[config.mk]
export PLATFORM = sky130hd
export DESIGN_NAME = keypad_ctrl_top
export DESIGN_NICKNAME = d
export VERILOG_FILES = /design/src/hw/keypad_pkg.sv /design/src/hw/keypad_scanner.sv /design/src/hw/key_event_fifo.sv /design/src/hw/axil_key_regs.sv /design/src/hw/keypad_ctrl_top.sv
export VERILOG_INCLUDE_DIRS = /design/src /design/src/hw
export SDC_FILE = /design/constraint.sdc
export NUM_CORES = 1
export LEC_CHECK = 0
export BUFFER_PORTS_ARGS = -buffer_cell sky130_fd_sc_hd__buf_2
export CAP_MARGIN = 40
export CORE_ASPECT_RATIO = 0.5
export CORE_MARGIN = 4
export CORE_UTILIZATION = 60
export CTS_BUF_LIST = sky130_fd_sc_hd__clkbuf_16
export DETAILED_ROUTE_END_ITERATION = 8
export GPL_ROUTABILITY_DRIVEN = 0
export HOLD_SLACK_MARGIN = 0.12
export PLACE_DENSITY = 0.84
export SLEW_MARGIN = 20
export SYNTH_ARGS = -nofsm -noshare
export SYNTH_HDL_FRONTEND = slang
export SYNTH_HIERARCHICAL = 1
export SYNTH_SLANG_ARGS = --single-unit
export TNS_END_PERCENT = 20
[constraint.sdc]
create_clock -name clk -period 6.49 [get_ports clk]
set_input_delay 0.3245 -clock clk [delete_from_list [all_inputs] [get_ports clk]]
set_output_delay 0.3245 -clock clk [all_outputs]
set_load 0.02 [all_outputs]
[src/hw/keypad_consts.svh]
`ifndef KEYPAD_CONSTS_SVH
`define KEYPAD_CONSTS_SVH

// dwell per column in clocks.
`define KEYPAD_SCAN_CYCLES 250000

// events held before drop.
`define KEYPAD_FIFO_DEPTH 16

// register byte offsets.
`define KEYPAD_REG_STATUS 4'h0
`define KEYPAD_REG_DATA 4'h4
`define KEYPAD_REG_CTRL 4'h8

`endif

[src/hw/keypad_pkg.sv]
`default_nettype none

package keypad_pkg;

    // **************************************************************************
    // key events
    // **************************************************************************

    typedef enum logic {
        KEY_PRESS   = 1'b0,
        KEY_RELEASE = 1'b1
    } key_evt_kind_e;

    typedef struct packed {
        key_evt_kind_e kind;
        logic [3:0]    key_id;  // row * 4 + col.
    } key_event_t;

    // **************************************************************************
    // scanner and status
    // **************************************************************************

    typedef enum logic [1:0] {
        SCAN_DRIVE  = 2'd0,
        SCAN_SAMPLE = 2'd1
    } scan_state_e;

    typedef struct packed {
        logic [1:0] rsvd;
        logic       overflow;  // sticky until cleared.
        logic [4:0] count;
    } key_status_t;

endpackage

`default_nettype wire

[src/hw/keypad_scanner.sv]
`timescale 1ns/1ps
`default_nettype none

`include "keypad_consts.svh"

module keypad_scanner #(
    parameter int SCAN_CYCLES = `KEYPAD_SCAN_CYCLES
) (
    input  logic                   clk,
    input  logic                   rst_n,
    input  logic [3:0]             row_in,
    output logic [3:0]             col_out,
    output keypad_pkg::key_event_t evt,
    output logic                   evt_valid
);

    localparam int CW = (SCAN_CYCLES > 2) ? $clog2(SCAN_CYCLES) : 1;
    localparam logic [CW-1:0] LAST_DRIVE = CW'(SCAN_CYCLES - 2);

    keypad_pkg::scan_state_e state;
    logic [CW-1:0] dwell_cnt;
    logic [1:0]    col_idx;
    logic [1:0]    next_col;
    logic [3:0]    row_smp;
    logic [15:0]   key_map;   // set while key is held.
    logic [3:0]    pressed;
    logic [3:0]    stored;
    logic [3:0]    changed;
    logic          chg_any;
    logic [1:0]    chg_row;
    logic          smp_now;

    assign next_col = col_idx + 2'd1;
    assign smp_now  = (state == keypad_pkg::SCAN_DRIVE) && (dwell_cnt == LAST_DRIVE);

    // **************************************************************************
    // change detection for the current column
    // **************************************************************************

    always_comb begin
        pressed = ~row_smp;  // rows are active low.
        for (int r = 0; r < 4; r++) begin
            stored[r] = key_map[{2'(r), col_idx}];
        end
        changed = pressed ^ stored;
        chg_any = |changed;
        chg_row = 2'd0;
        for (int r = 3; r >= 0; r--) begin
            if (changed[r]) begin
                chg_row = 2'(r);  // lowest row wins.
            end
        end
    end

    always_ff @(posedge clk) begin
        if (!rst_n) begin
            state     <= keypad_pkg::SCAN_DRIVE;
            dwell_cnt <= '0;
            col_idx   <= 2'd0;
            col_out   <= 4'b0111;
            key_map   <= '0;
            evt_valid <= 1'b0;
        end else begin
            evt_valid <= 1'b0;
            case (state)
                keypad_pkg::SCAN_DRIVE: begin
                    if (smp_now) begin
                        state <= keypad_pkg::SCAN_SAMPLE;
                    end else begin
                        dwell_cnt <= dwell_cnt + 1'b1;
                    end
                end
                keypad_pkg::SCAN_SAMPLE: begin
                    if (chg_any) begin
                        evt_valid                   <= 1'b1;
                        key_map[{chg_row, col_idx}] <= pressed[chg_row];
                    end
                    col_idx   <= next_col;
                    col_out   <= ~(4'b1000 >> next_col);  // col 0 on bit 3.
                    dwell_cnt <= '0;
                    state     <= keypad_pkg::SCAN_DRIVE;
                end
                default: state <= keypad_pkg::SCAN_DRIVE;
            endcase
        end
    end

    always_ff @(posedge clk) begin
        if (smp_now) begin
            row_smp <= row_in;
        end
        if (state == keypad_pkg::SCAN_SAMPLE) begin
            evt.kind   <= pressed[chg_row] ? keypad_pkg::KEY_PRESS : keypad_pkg::KEY_RELEASE;
            evt.key_id <= {chg_row, col_idx};
        end
    end

    a_one_col_low: assert property (@(posedge clk) disable iff (!rst_n)
        $countones(~col_out) == 1);

endmodule

`default_nettype wire

[src/hw/key_event_fifo.sv]
`timescale 1ns/1ps
`default_nettype none

`include "keypad_consts.svh"

module key_event_fifo #(
    parameter int DEPTH = `KEYPAD_FIFO_DEPTH
) (
    input  logic                   clk,
    input  logic                   rst_n,
    input  logic                   push,
    input  keypad_pkg::key_event_t din,
    input  logic                   pop,
    output keypad_pkg::key_event_t head,
    output logic [4:0]             count,
    output logic                   drop
);

    localparam int AW = (DEPTH > 1) ? $clog2(DEPTH) : 1;
    localparam logic [AW-1:0] LAST_IDX = AW'(DEPTH - 1);
    localparam logic [4:0] FULL_CNT = 5'(DEPTH);

    keypad_pkg::key_event_t mem [DEPTH];
    logic [AW-1:0] wr_ptr;
    logic [AW-1:0] rd_ptr;
    logic          full;
    logic          do_push;
    logic          do_pop;

    assign full    = (count == FULL_CNT);
    assign do_push = push && !full;
    assign do_pop  = pop && (count != 5'd0);
    assign head    = mem[rd_ptr];  // first word fall through.

    always_ff @(posedge clk) begin
        if (do_push) begin
            mem[wr_ptr] <= din;
        end
    end

    always_ff @(posedge clk) begin
        if (!rst_n) begin
            wr_ptr <= '0;
            rd_ptr <= '0;
            count  <= 5'd0;
            drop   <= 1'b0;
        end else begin
            drop <= push && full;  // event lost.
            if (do_push) begin
                wr_ptr <= (wr_ptr == LAST_IDX) ? '0 : wr_ptr + 1'b1;
            end
            if (do_pop) begin
                rd_ptr <= (rd_ptr == LAST_IDX) ? '0 : rd_ptr + 1'b1;
            end
            case ({do_push, do_pop})
                2'b10:   count <= count + 5'd1;
                2'b01:   count <= count - 5'd1;
                default: count <= count;
            endcase
        end
    end

    a_count_bound: assert property (@(posedge clk) disable iff (!rst_n)
        count <= FULL_CNT);

endmodule

`default_nettype wire

[src/hw/axil_key_regs.sv]
`timescale 1ns/1ps
`default_nettype none

`include "keypad_consts.svh"

module axil_key_regs (
    input  logic                   clk,
    input  logic                   rst_n,
    input  logic [3:0]             awaddr,
    input  logic                   awvalid,
    output logic                   awready,
    input  logic [31:0]            wdata,
    input  logic                   wvalid,
    output logic                   wready,
    output logic [1:0]             bresp,
    output logic                   bvalid,
    input  logic                   bready,
    input  logic [3:0]             araddr,
    input  logic                   arvalid,
    output logic                   arready,
    output logic [31:0]            rdata,
    output logic [1:0]             rresp,
    output logic                   rvalid,
    input  logic                   rready,
    input  keypad_pkg::key_event_t head,
    input  logic [4:0]             count,
    input  logic                   drop,
    output logic                   pop
);

    localparam logic [1:0] RESP_OKAY   = 2'b00;
    localparam logic [1:0] RESP_SLVERR = 2'b10;
    localparam logic [3:0] ADDR_STATUS = `KEYPAD_REG_STATUS;
    localparam logic [3:0] ADDR_DATA   = `KEYPAD_REG_DATA;
    localparam logic [3:0] ADDR_CTRL   = `KEYPAD_REG_CTRL;

    keypad_pkg::key_status_t status;
    logic        overflow;
    logic        nonempty;
    logic [4:0]  head_bits;
    logic        wr_fire;
    logic        rd_fire;
    logic        wr_err;
    logic        rd_err;
    logic        ctrl_clr;
    logic [31:0] rd_word;

    assign nonempty  = (count != 5'd0);
    assign head_bits = nonempty ? head : 5'd0;  // empty reads 0.
    assign wr_fire   = awvalid && awready && wvalid && wready;
    assign rd_fire   = arvalid && arready;
    assign pop       = rd_fire && (araddr == ADDR_DATA) && nonempty;
    assign wr_err    = !(awaddr inside {ADDR_STATUS, ADDR_DATA, ADDR_CTRL});
    assign ctrl_clr  = wr_fire && (awaddr == ADDR_CTRL) && wdata[0];

    // **************************************************************************
    // read decode
    // **************************************************************************

    always_comb begin
        status          = '0;
        status.count    = count;
        status.overflow = overflow;
        rd_err          = 1'b0;
        case (araddr)
            ADDR_STATUS: rd_word = {23'd0, nonempty, status};
            ADDR_DATA:   rd_word = {26'd0, nonempty, head_bits};
            ADDR_CTRL:   rd_word = 32'd0;
            default: begin
                rd_word = 32'd0;
                rd_err  = 1'b1;
            end
        endcase
    end

    always_ff @(posedge clk) begin
        if (!rst_n) begin
            awready  <= 1'b0;
            wready   <= 1'b0;
            bvalid   <= 1'b0;
            arready  <= 1'b0;
            rvalid   <= 1'b0;
            overflow <= 1'b0;
        end else begin
            awready <= 1'b0;
            wready  <= 1'b0;
            if (awvalid && wvalid && !awready && !bvalid) begin
                awready <= 1'b1;  // one-cycle accept.
                wready  <= 1'b1;
            end
            if (wr_fire) begin
                bvalid <= 1'b1;
            end else if (bvalid && bready) begin
                bvalid <= 1'b0;
            end
            arready <= 1'b0;
            if (arvalid && !arready && !rvalid) begin
                arready <= 1'b1;
            end
            if (rd_fire) begin
                rvalid <= 1'b1;
            end else if (rvalid && rready) begin
                rvalid <= 1'b0;
            end
            if (ctrl_clr) begin
                overflow <= 1'b0;
            end
            if (drop) begin
                overflow <= 1'b1;  // a new drop beats the clear.
            end
        end
    end

    always_ff @(posedge clk) begin
        if (rd_fire) begin
            rdata <= rd_word;
            rresp <= rd_err ? RESP_SLVERR : RESP_OKAY;
        end
        if (wr_fire) begin
            bresp <= wr_err ? RESP_SLVERR : RESP_OKAY;
        end
    end

    a_r_hold: assert property (@(posedge clk) disable iff (!rst_n)
        rvalid && !rready |=> rvalid && $stable(rdata) && $stable(rresp));

endmodule

`default_nettype wire

[src/hw/keypad_ctrl_top.sv]
`timescale 1ns/1ps
`default_nettype none

`include "keypad_consts.svh"

module keypad_ctrl_top #(
    parameter int SCAN_CYCLES = `KEYPAD_SCAN_CYCLES,
    parameter int FIFO_DEPTH  = `KEYPAD_FIFO_DEPTH
) (
    input  logic        clk,
    input  logic        rst_n,
    input  logic [3:0]  row_in,
    output logic [3:0]  col_out,
    input  logic [3:0]  awaddr,
    input  logic        awvalid,
    output logic        awready,
    input  logic [31:0] wdata,
    input  logic        wvalid,
    output logic        wready,
    output logic [1:0]  bresp,
    output logic        bvalid,
    input  logic        bready,
    input  logic [3:0]  araddr,
    input  logic        arvalid,
    output logic        arready,
    output logic [31:0] rdata,
    output logic [1:0]  rresp,
    output logic        rvalid,
    input  logic        rready
);

    keypad_pkg::key_event_t evt;
    keypad_pkg::key_event_t head;
    logic                   evt_valid;
    logic [4:0]             count;
    logic                   drop;
    logic                   pop;

    keypad_scanner #(
        .SCAN_CYCLES (SCAN_CYCLES)
    ) u_scanner (
        .clk       (clk),
        .rst_n     (rst_n),
        .row_in    (row_in),
        .col_out   (col_out),
        .evt       (evt),
        .evt_valid (evt_valid)
    );

    key_event_fifo #(
        .DEPTH (FIFO_DEPTH)
    ) u_fifo (
        .clk   (clk),
        .rst_n (rst_n),
        .push  (evt_valid),
        .din   (evt),
        .pop   (pop),
        .head  (head),
        .count (count),
        .drop  (drop)
    );

    axil_key_regs u_regs (
        .clk     (clk),
        .rst_n   (rst_n),
        .awaddr  (awaddr),
        .awvalid (awvalid),
        .awready (awready),
        .wdata   (wdata),
        .wvalid  (wvalid),
        .wready  (wready),
        .bresp   (bresp),
        .bvalid  (bvalid),
        .bready  (bready),
        .araddr  (araddr),
        .arvalid (arvalid),
        .arready (arready),
        .rdata   (rdata),
        .rresp   (rresp),
        .rvalid  (rvalid),
        .rready  (rready),
        .head    (head),
        .count   (count),
        .drop    (drop),
        .pop     (pop)
    );

endmodule

`default_nettype wire

==> Word-level counts from Yosys, hierarchy flattened <==
Memories as Yosys holds them, arrays and structs flattened. A register that Yosys moved wholly into a read port is not among the register bits.
Cells that the tools add are included.
{ "word_totals": {"regBits": 106, "latch_bits": 0, "ram_bits": 80, "romBits": 0, "in_bits": 51, "word_cells": 131, "memories": 1} }
{ "memory_table": {"columns": ["memory", "words", "word_bits", "rd", "rd_clocked_by_memory_dff", "wr", "line", "rtl"], "rows": [
  ["u_fifo.mem", 16, 5, 1, 1, 1, "key_event_fifo.sv:23", "keypad_pkg::key_event_t mem [DEPTH];"]
]} }
{ "op_classes": {"addsub": 6, "n_mul": 0, "div": 0, "magnitude_cmp": 7, "eq_ne": 11, "n_shift": 1, "mux": 40, "bitwise_logic": 3, "n_reduce_logical": 41} }
{ "op_table": {"columns": ["cell", "n"], "rows": [
  ["$pmux W18 S2", 1],
  ["$logic_and A1 B1 Y1", 20],
  ["$add A18 B1 Y18 const B", 1],
  ["$eq A18 B18 Y1 const B", 1],
  ["$mux W1", 18],
  ["$mux W18", 1],
  ["$pmux W9 S2", 1],
  ["$bwmux W16", 1],
  ["$eq A4 B4 Y1 const B", 4],
  ["$mux W4", 4],
  ["$lt A4 B5 Y1 const B", 3],
  ["$mux W2", 6],
  ["$bmux W1 S2", 5],
  ["$pmux W5 S2", 1],
  ["$reduce_bool A2 Y1", 5],
  ["$add A4 B1 Y4 const B", 2],
  ["$eq A4 B3 Y1 const B", 2],
  ["$logic_not A4 Y1", 2],
  ["$not A4 Y4", 2],
  ["$reduce_and A2 Y1", 4],
  ["$add A5 B1 Y5 const B", 1],
  ["$eq A5 B5 Y1 const B", 1],
  ["$logic_not A1 Y1", 5],
  ["$lt A2 B5 Y1 const B", 1],
  ["other kinds (17)", 17]
]} }

==> Depth between registers and ports, before layout <==
Gate-level depths: netlist of the first run.
{ "depth": {"word_depth": 12, "ltp_mapped": 13, "ltp_nobuf": 11} }

==> Cells and area by module <==
Netlist of the first run, hierarchy kept.
{ "modules_own_cells": {"columns": ["mod", "n_inst", "cells_each", "area_per_inst_um2", "seq_area_each_um2"], "rows": [
  ["key_event_fifo", 1, 254, 4087.7, 2762.6],
  ["keypad_scanner", 1, 243, 2413.6, 1111.1],
  ["axil_key_regs", 1, 80, 852.1, 370.4]
]} }

==> Worst setup path before layout of the first run <==
Ideal clock, no wire load.
{ "synth_timing": {"path_type": "input to register", "start": "input araddr[1]", "end": "register u_fifo.count[4]", "setup_ns": 0.065, "arrival_ns": 2.898, "required_time_ns": 6.425, "setup_slack_ns": 3.527, "cell_stages": 13, "n_path_buf": 2, "path_cell_list": "or3_4 buf_6 a211oi_1 o21ai_2 inv_1 ha_1 clkbuf_1 xor2_1 ha_1 o21ai_0 or3_1 a2111oi_0 nand4b_1"} }
{ "synth_between": {"elab_chain_len": 6} }
{ "synth_rtl": {"columns": ["item", "line", "rtl"], "rows": [
  ["start: declaration", "keypad_ctrl_top.sv:23", "input logic [3:0] araddr,"],
  ["$eq A4 B3 Y1 (*)", "axil_key_regs.sv:52", "assign pop = rd_fire && (araddr == ADDR_DATA) && nonempty;"],
  ["$logic_and A1 B1 Y1 (*) (2 in a row)", "axil_key_regs.sv:52", null],
  ["net pop", "keypad_ctrl_top.sv:37", "logic pop;"],
  ["$logic_and A1 B1 Y1 (*)", "key_event_fifo.sv:32", "assign do_pop = pop && (count != 5'd0);"],
  ["$eq A2 B1 Y1 / $eq A2 B2 Y1 (equally long branches)", "key_event_fifo.sv:55", "case ({do_push, do_pop})"],
  ["$pmux W5 S2 / $reduce_bool A2 Y1 (equally long branches)", null, null],
  ["end signal: assignment", "key_event_fifo.sv:56", "2'b10: count <= count + 5'd1;"],
  ["end signal: assignment", "key_event_fifo.sv:57", "2'b01: count <= count - 5'd1;"],
  ["end signal: assignment", "key_event_fifo.sv:58", "default: count <= count;"],
  ["end: declaration", "key_event_fifo.sv:15", "output logic [4:0] count,"]
]} }
The timed path passes the listed nets; every way through them passes the cells marked *.
A chain may end at the register's enable or synchronous reset.

==> Final worst setup path of the first run <==
{ "layout_timing": {"start": "register u_fifo.count[1]", "end": "register u_fifo.count[4]"} }
{ "layout_between": {"elab_chain_len": 5} }
{ "layout_rtl": {"columns": ["item", "line", "rtl"], "rows": [
  ["$reduce_bool A5 Y1 (*)", "axil_key_regs.sv:48", "assign nonempty = (count != 5'd0);"],
  ["$logic_and A1 B1 Y1 (*)", "axil_key_regs.sv:52", null],
  ["net pop", "keypad_ctrl_top.sv:37", null],
  ["$logic_and A1 B1 Y1 (*)", "key_event_fifo.sv:32", null],
  ["$eq A2 B1 Y1 / $eq A2 B2 Y1 (equally long branches)", "key_event_fifo.sv:55", null],
  ["$pmux W5 S2 / $reduce_bool A2 Y1 (equally long branches)", null, null]
]} }
Marked as above.

==> results of run 1 <==
## kinds of logic after synthesis
family,count (synthesis),synth area share
adders and majority gates,15,0.02552
xor gates and xnor gates,25,0.03590
and+or+nand+nor,198,0.1453
other,1,0.0005100
DFF,163,0.5772
muxes,41,0.09716
buffers and inverters,63,0.05088
AOI/OAI and AO/OA,71,0.06755
## area by class of cell
cell class / count / area, sq um / share of cell area
multi-input cells: 377 / 2833 / 0.3441
well taps: 165 / 206.4 / 0.02508
inverters: 12 / 46.29 / 0.005623
clock buffers: 20 / 500.5 / 0.06079
flip-flops and latches: 163 / 4244 / 0.5155
clock inverters: 12 / 111.4 / 0.01353
repair buffers: 50 / 291.5 / 0.03541
## final timing paths
| check | depth (start not counted) | slack (ns) | startpoint | to |
|---|---|---|---|---|
| worst max-delay path | 10 | 3.06 | u_fifo/count[1]$_SDFFE_PN0P_ | u_fifo/count[4]$_SDFFE_PN0P_ |
| worst min-delay path | 2 | 0.17 | araddr[0] | u_regs/rresp[1]$_DFFE_PP_ |
| worst max register to register | 10 | 3.06 | u_fifo/count[1]$_SDFFE_PN0P_ | u_fifo/count[4]$_SDFFE_PN0P_ |
| worst min register to register | 1 | 0.43 | u_regs/bvalid$_SDFFE_PN0P_ | u_regs/wready$_SDFF_PN0_ |
## worst max-delay path, cell delays in order, from the launching register on
cell       delay, ns
dfxtp_1         0.40
nor3_1          0.69
a211oi_1        0.30
o21ai_2         0.22
inv_1           0.11
ha_1            0.31
ha_1            0.37
o21ai_0         0.10
or3_1           0.36
a2111oi_0       0.36
nand4b_1        0.16
## cells in the mapped netlist, types with 6 or more instances
cell type	instances
edfxtp_1	98
mux2i_1	17
nand2_1	44
nand4_1	6
and2_1	8
nor3_1	6
nand3_1	23
dfxtp_1	65
xor2_1	14
buf_4	29
a22oi_1	10
mux4_2	23
inv_1	11
xnor2_1	8
a21oi_1	11
nor2b_1	10
or3_1	7
and3_1	13
ha_1	15
o21ai_0	16
a211oi_1	9
nor2_1	45
clkbuf_1	14
## power groups by stage
stage	clock (mW)	sequential, mW	combinational (mW)
final	1.01	1.10	0.0548
after global routing	1.08	1.10	0.0600
after CTS	1.03	1.10	0.0540
after detailed placement	0	1.12	0.0518
after global placement	0	1.12	0.0498
after floorplan	0	1.12	0.0482
## through the flow
| stage | setup slack (ns) | total power [mW] |
|---|---|---|
| after CTS | 3.151 | 2.178 |
| after floorplan | 3.527 | 1.167 |
| after global placement | 3.279 | 1.167 |
| after global routing | 2.719 | 2.239 |
| final | 3.058 | 2.163 |
| after detailed placement | 3.161 | 1.170 |
## sequential cells by signal (all words and copies together) (netlist names), named ones only
name and flops:
u_scanner/key_map 16, u_fifo/wr_ptr 4, u_scanner/state 1, u_scanner/dwell_cnt 18, u_fifo/count 5, u_regs/bresp 1, u_scanner/col_idx 2, u_regs/arready 1
u_regs/bvalid 1, u_scanner/evt_valid 1, u_regs/wready 1, u_fifo/rd_ptr 4, u_regs/rdata 7, u_regs/rresp 1, u_fifo/mem 80, u_scanner/evt 5
u_scanner/col_out 4, u_regs/rvalid 1, u_fifo/drop 1, u_scanner/row_smp 4, u_regs/overflow 1
## metal layers
metal / up-vias / part of all wire
li1: 2188 / -
met1: 2316 / 0.43
met2: 175 / 0.49
met3: 28 / 0.059
met4: 0 / 0.017
met5: - / 0
==> metrics.yaml, run 1 <==
clocking:
  hold_buffers: 4
  cts_root_buffer: "clkbuf_16"
  cts_resized: 0
  numCtsBuffers: 17
  path_clk_slew_ns: 0.07
  tritoncts: "built"
  clk_latency_ns: 0.42
  clk_path_buf_depth: 2
  cts.sinks: 163
  htreeDepth: 4
  cts_setup_buffers: 0
yosys:
  synth_ff_type: "edfxtp_1"
  synthTopCellsByArea: "edfxtp_1 (40%), dfxtp_1 (18%), mux4_2 (7.0%), buf_4 (3.0%), ha_1 (2.6%)"
  yosysTopAreaCell: "edfxtp_1"
  synth-async-reset-ratio: 0
  syn_area_sq_um: 7353
  synth_top_area_frac: 0.4002
  ys_seq_area_frac: 0.5772
  postSynthCellCount: 577
  synth_edf_count: 98
  netlist-cell-type-count: 63
  ys_warn_count: 6
  postSynthAreaPerCell_sq_um: 12.74
  synth-seq-cells: 163
drt:
  dr.pass1.iters: 6
  ant_nets: 0
  routed_wl_mm: 14.21
  drt_iter0_drc: 440
  avgRoutedWirePerCell_um: 17.78
  viasPerCell: 5.891
  drcViolationCount: 0
  vias: 4707
power_and_ir_drop:
  seq_power_share: 0.506
  switching_share: 0.2103
  comb_power_share: 0.025
  vdd.ir_drop.worst_mv: 0.2066
  p_leak_nw: 2.986
  power_density_nw_per_um2: 262.7
  p_sw_uw: 454.8
  clockPowerShare: 0.468
  power.internal_mw: 1.708
sta:
  fin_skew_ns: 0.009178
  post-route-period-util: 0.5288
  setup_violations: 0
  whs_ns: 0.1725
  max_slew.worst_pin.slew_ns: 0.7912
  rsz0062_at_grt: "no"
  max-slew-margin-rel: 0.4685
  fmax_ghz: 0.2914
  fin_tns_setup_ns: 0
  finalHoldViolCount: 0
  slew_viol_final: 0
  fin_crit_ns: 3.432
layout:
  stdcell_area_sq_um: 8233
  layout-drive-gt1-share: 0.1782
  layout_common_cells: "edfxtp_1 (98), dfxtp_1 (65), nor2_1 (45), nand2_1 (44), buf_2 (39)"
  insertedDiodeCount: 0
  final_common_cell: "edfxtp_1"
  finalCoreUtilization: 0.6912
  nets: 687
  areaGrowthSynthToFinish_pct: 11.96
  instances_no_fill: 799
  fillers: 801
floorplan:
  core_sq_um: 11910
  initial_core_util: 0.6173
  fp-row-count: 28
  die-area_sq_um: 14200
  fp.dieH_um: 86.28
  fp.dieW_um: 164.6
  io_pins: 96
worst_setup_path:
  path_class: "flop to flop"
  start_kind: "flop"
  critPathMaxFanout: 9
  cp-end-kind: "flop"
  cp_data_required_time_ns: 6.85
  cp_data_arrival_time_ns: 3.79
grt:
  antenna_found_initial: 0
  use_met3: 0.04323
  grtUsageTotal: 0.2142
  grt_pass1_wl_mm: 23.27
  grt_pass1_vias: 4502
  top_usage_layer: "met2"
  grt_max_degree: 41
  gr-total-overflow: 0
  grt_use_met2: 0.3587
  use_met1: 0.2885
worst_hold_path:
  holdCritPathClass: "input port to flop"
placed_design:
  placed_cell_area_sq_um: 7576
  dp_hpwl_mm: 9.390
  dp.cells: 762
  port_buffers: 37
outcome:
  run_status: "complete, no violations"
run:
  drv_cap: 0
Power figures use the tool's default switching activity.
==> run 2, diff against run 1 <==
CORE_UTILIZATION = 52   (was 60)
PLACE_DENSITY = 0.78   (was 0.84)
clock period = 2.8 ns   (was 6.49 ns; I/O delays follow)
==> run 2 against run 1 <==
Maximum frequency increased by 26%; cell count increased by 6.6%; first-iteration DRC count decreased by 15%; sequential share of layout area decreased by 1.6 points; register-to-register slack got worse by 3.0 ns; non-clock buffer count increased by 26; highest routed layer unchanged.
==> metrics.yaml, run 2 (synthesis gave the netlist of run 1 again) <==
sta:
  max-slew-margin-rel: 0.4755
  fin_crit_ns: 2.721
  slew_viol_final: 0
  fin_tns_setup_ns: 0
  finalHoldViolCount: 0
  fmax_ghz: 0.3676
  setup_violations: 0
  whs_ns: 0.1427
  fin_skew_ns: 0.007166
  setup_ws_ns: 0.07948
  post-route-period-util: 0.9716
  max_slew.worst_pin.slew_ns: 0.7758
worst_setup_path:
  start_kind: "flop"
  rrSetupSlack_ns: 0.08
  max_stage_delay_ns: 0.58
  crit_cells: 10
  path_buf_inv: 1
  path_class: "flop to flop"
  cp_data_required_time_ns: 3.16
  startpoint: "u_fifo/count[3]$_SDFFE_PN0P_"
  reg2reg_to: "u_fifo/count[4]$_SDFFE_PN0P_"
  cp_slowest_cell: "or4_4"
  rr_worst_depth: 10
  critPathMaxFanout: 6
  cp_data_arrival_time_ns: 3.08
  cp-end-kind: "flop"
  setup.worst_path.end: "u_fifo/count[4]$_SDFFE_PN0P_"
  cp_top_family: "simple AND/OR/NAND/NOR gates"
  crit-reg2reg-launch: "u_fifo/count[3]$_SDFFE_PN0P_"
  crit_chain: "or4_4, o21a_4, clkinv_2, ha_4, xor2_1, ha_1, o21ai_0, or3_1, a2111oi_2, nand4b_1"
clocking:
  cts_root_buffer: "clkbuf_16"
  tritoncts: "built"
  numCtsBuffers: 17
  clk_path_buf_depth: 2
  clk_latency_ns: 0.42
  cts.sinks: 163
  htreeDepth: 4
  path_clk_slew_ns: 0.06
  cts_setup_buffers: 0
drt:
  drcViolationCount: 0
  vias: 4779
  viasPerCell: 5.609
  drt_iter0_drc: 376
  avgRoutedWirePerCell_um: 16.91
  ant_nets: 0
  routed_wl_mm: 14.41
  dr.pass1.iters: 5
run:
  drv_cap: 0
placed_design:
  dp_hpwl_mm: 9.442
  port_buffers: 37
  dpl_worst_slack_ns: -0.06052
layout:
  largest-register: "u_fifo/mem"
  largest_registers: "u_fifo/mem (80), u_scanner/dwell_cnt (18), u_scanner/key_map (16)"
  nets: 713
  final_common_cell: "edfxtp_1"
  layout-drive-gt1-share: 0.1939
  largest_register_ffs: 80
  layout_common_cells: "edfxtp_1 (98), dfxtp_1 (64), nor2_1 (44), nand2_1 (44), buf_2 (37)"
  insertedDiodeCount: 0
  areaGrowthSynthToFinish_pct: 15.48
grt:
  grt_max_degree: 25
  antenna_found_initial: 0
  gr-total-overflow: 0
  grt_pass1_wl_mm: 23.58
  grt_pass1_vias: 4671
  grtUsageTotal: 0.1843
floorplan:
  fp-row-count: 30
  die-area_sq_um: 16220
  fp.dieW_um: 176.2
  core_sq_um: 13700
  fp.dieH_um: 92.09
  io_pins: 96
  initial_core_util: 0.5367
power_and_ir_drop:
  vdd.ir_drop.worst_mv: 0.4254
  power_density_nw_per_um2: 584.9
  total_power_mw: 4.967
  p_leak_nw: 3.088
worst_hold_path:
  holdCritPathClass: "input port to flop"
outcome:
  run_status: "complete, no violations"
-- run 2: changes by cell type in the layout (fill, tap and decap cells not counted), sizes merged --
cell,previous run,this run
clkinvlp,2,3
dlygate4sd3,4,16
buf,46,60
inv,16,14
clkbuf,20,18
bufinv,1,2
clkinv,5,7
-- run 2: layer usage --
layer  part of all wire  track usage
met5                  0            0
met4              0.019      0.07004
met3              0.063      0.04077
met2               0.50       0.3076
met1               0.42       0.2372
-- run 2: final cells by class --
class | instances | area [sq um]
inverters | 12 | 46.29
well taps | 192 | 240.2
clock buffers | 18 | 450.4
fillers | 986 | 5209
flip-flops and latches | 163 | 4245
clock inverters | 14 | 137.6
repair buffers | 76 | 503.0
multi-input cells | 377 | 2869
-- run 2: worst min-delay path by stage --
stage,start,cells after the start,endpoint
6_report,awvalid,3,u_regs/overflow$_SDFFE_PN0P_
5_1_grt,rst_n,2,u_regs/rvalid$_SDFFE_PN0P_
4_1_cts,awvalid,3,u_regs/overflow$_SDFFE_PN0P_
3_5_place_dp,row_in[2],1,u_scanner/row_smp[2]$_DFFE_PP_
3_3_place_gp,row_in[3],1,u_scanner/row_smp[3]$_DFFE_PP_
2_1_floorplan,row_in[0],0,u_scanner/row_smp[0]$_DFFE_PP_
-- run 2: stage by stage --
stage	cell area, sq um	util	instances
after global placement	7696	0.5617	800
after floorplan	7460	-	603
final	8492	0.6198	852
after detailed placement	7711	0.5628	804
after CTS	8466	0.6179	852
after global routing	8492	0.6198	852
-- run 2: timing repair --
item,4_1_cts,5_1_grt
gates resized for setup,3,5
hold buffers,16,0
endpoints found under the hold margin,11,0
setup endpoints to repair,1,1
-- run 2: worst min-delay path: stages --
cell and delay, ns:
buf_2 0.09, and3_1 0.20, a31oi_1 0.08
-- run 2: power breakdown --
group | internal, mW | switching [mW] | total (mW) | leakage (nW)
Sequential | 2.53 | 0.00833 | 2.54 | 1.41
Clock | 1.36 | 0.920 | 2.28 | 0.285
Combinational | 0.0551 | 0.0986 | 0.154 | 1.39
Total | 3.94 | 1.03 | 4.97 | 3.09
==> run 3, diff against run 2 <==
CTS_BUF_LIST = not set   (was sky130_fd_sc_hd__clkbuf_16)
==> run 3 against run 2 <==
Sequential cell count did not move; register-to-register slack barely moved; largest power group unchanged; non-clock buffer count did not move; utilization rose by 0.073 points; cell area rose by 0.12%; cell count did not move; total power rose by 0.78%; critical endpoint unchanged; maximum frequency barely moved; critical path type unchanged; clock power rose by 2%; global-route usage barely moved.
==> metrics.yaml, run 3 (synthesis gave the netlist of run 1 again) <==
drt:
  vias: 4768
  drcViolationCount: 0
  ant_nets: 0
  avgRoutedWirePerCell_um: 16.96
  dr.pass1.iters: 5
  drt_iter0_drc: 457
  routed_wl_mm: 14.45
  viasPerCell: 5.596
power_and_ir_drop:
  switching_share: 0.2059
  power.internal_mw: 3.975
  comb_power_share: 0.031
  power_density_nw_per_um2: 588.8
  seq_power_share: 0.507
  clockPowerShare: 0.463
  p_sw_mw: 1.031
  p_leak_nw: 3.086
  vdd.ir_drop.worst_mv: 0.4228
floorplan:
  fp.dieW_um: 176.2
  io_pins: 96
  initial_core_util: 0.5367
  fp.dieH_um: 92.09
  fp-row-count: 30
  die-area_sq_um: 16220
  core_sq_um: 13700
clocking:
  cts_root_buffer: "clkbuf_16"
  clk_latency_ns: 0.41
  numCtsBuffers: 17
  tritoncts: "built"
  path_clk_slew_ns: 0.06
  clk_path_buf_depth: 2
  htreeDepth: 4
  cts.sinks: 163
sta:
  post-route-period-util: 0.9719
  finalHoldViolCount: 0
  max_slew.worst_pin.slew_ns: 0.7751
  fin_crit_ns: 2.721
  whs_ns: 0.1459
  max-slew-margin-rel: 0.4760
  slew_viol_final: 0
  setup_violations: 0
  fin_skew_ns: 0.005978
  fmax_ghz: 0.3675
grt:
  grtUsageTotal: 0.1847
  grt_pass1_wl_mm: 23.65
  antenna_found_initial: 0
  grt_max_degree: 25
  gr-total-overflow: 0
  grt_pass1_vias: 4674
worst_setup_path:
  start_kind: "flop"
  cp_data_arrival_time_ns: 3.08
  cp_data_required_time_ns: 3.15
  cp-end-kind: "flop"
  path_class: "flop to flop"
  critPathMaxFanout: 6
layout:
  largest-register: "u_fifo/mem"
  layout_common_cells: "edfxtp_1 (98), dfxtp_1 (64), nor2_1 (44), nand2_1 (44), buf_2 (37)"
  layout-drive-gt1-share: 0.1955
  insertedDiodeCount: 0
  areaGrowthSynthToFinish_pct: 15.62
  final_common_cell: "edfxtp_1"
  largest_register_ffs: 80
  instances_no_fill: 852
  largest_registers: "u_fifo/mem (80), u_scanner/dwell_cnt (18), u_scanner/key_map (16)"
  nets: 713
outcome:
  run_status: "complete, no violations"
placed_design:
  port_buffers: 37
  dp_hpwl_mm: 9.442
  dp.cells: 804
run:
  drv_cap: 0
worst_hold_path:
  holdCritPathClass: "input port to flop"
-- run 3: cell count changes in the layout (fill, tap and decap cells not counted) --
cell and delta:
clkbuf_1 +2, clkbuf_8 +1, inv_1 -2, clkinv_1 -1
-- run 3: power by group through the flow --
stage	combinational (mW)	clock [mW]	sequential [mW]
after floorplan	0.112	0	2.59
after global placement	0.128	0	2.59
after detailed placement	0.131	0	2.59
after CTS	0.148	2.35	2.53
after global routing	0.167	2.45	2.54
final	0.153	2.32	2.54
-- run 3: metrics by stage --
| stage | utilization | power [mW] | setup TNS [ns] | area [sq um] | setup WS (ns) |
|---|---|---|---|---|---|
| final | 0.6205 | 5.006 | 0 | 8502 | 0.07867 |
| after detailed placement | 0.5628 | 2.718 | -0.06052 | 7711 | -0.06052 |
| after global placement | 0.5617 | 2.714 | 0 | 7696 | 0.1042 |
| after floorplan | - | 2.707 | -0.03791 | 7460 | -0.03791 |
| after global routing | 0.6205 | 5.156 | -0.01294 | 8502 | -0.01294 |
| after CTS | 0.6186 | 5.037 | 0 | 8476 | 0.02356 |
-- run 3: worst paths after layout --
kind / startpoint / endpoint / slack [ns] / cells after the start
max: u_fifo/count[3]$_SDFFE_PN0P_ / u_fifo/count[4]$_SDFFE_PN0P_ / 0.08 / 10
min: rst_n / u_regs/rvalid$_SDFFE_PN0P_ / 0.15 / 2
max reg2reg: u_fifo/count[3]$_SDFFE_PN0P_ / u_fifo/count[4]$_SDFFE_PN0P_ / 0.08 / 10
min reg2reg: u_regs/bvalid$_SDFFE_PN0P_ / u_regs/wready$_SDFF_PN0_ / 0.46 / 1
-- run 3: what timing repair did --
item,in CTS,in global routing
setup endpoints to repair,1,1
gates cloned,0,0
gates resized for setup,3,5
setup buffers,0,0
endpoints found under the hold margin,11,0
hold buffers,16,0
-- run 3: layout make-up --
type,count,area [sq um]
Clock buffer,21,471.7
Clock inverter,11,126.4
Fill cell,982,5199
Inverter,12,46.29
Multi-Input combinational cell,377,2869
Sequential cell,163,4245
Tap cell,192,240.2
Timing Repair Buffer,76,503.0
-- run 3: layer usage --
layer  wire [um]  part of all wire  GRT usage
met1        6247              0.43     0.2379
met2        7055              0.49     0.3098
met3         892             0.062    0.04201
met4         257             0.018    0.06485
met5           0                 0          0
-- run 3: worst max-delay path: stages (launching register included) --
cell and delay (ns):
dfxtp_1 0.32, or4_4 0.58, o21a_4 0.23, clkinv_2 0.07, ha_4 0.17, xor2_1 0.16, ha_1 0.18, o21ai_0 0.09
or3_1 0.38, a2111oi_2 0.32, nand4b_1 0.15
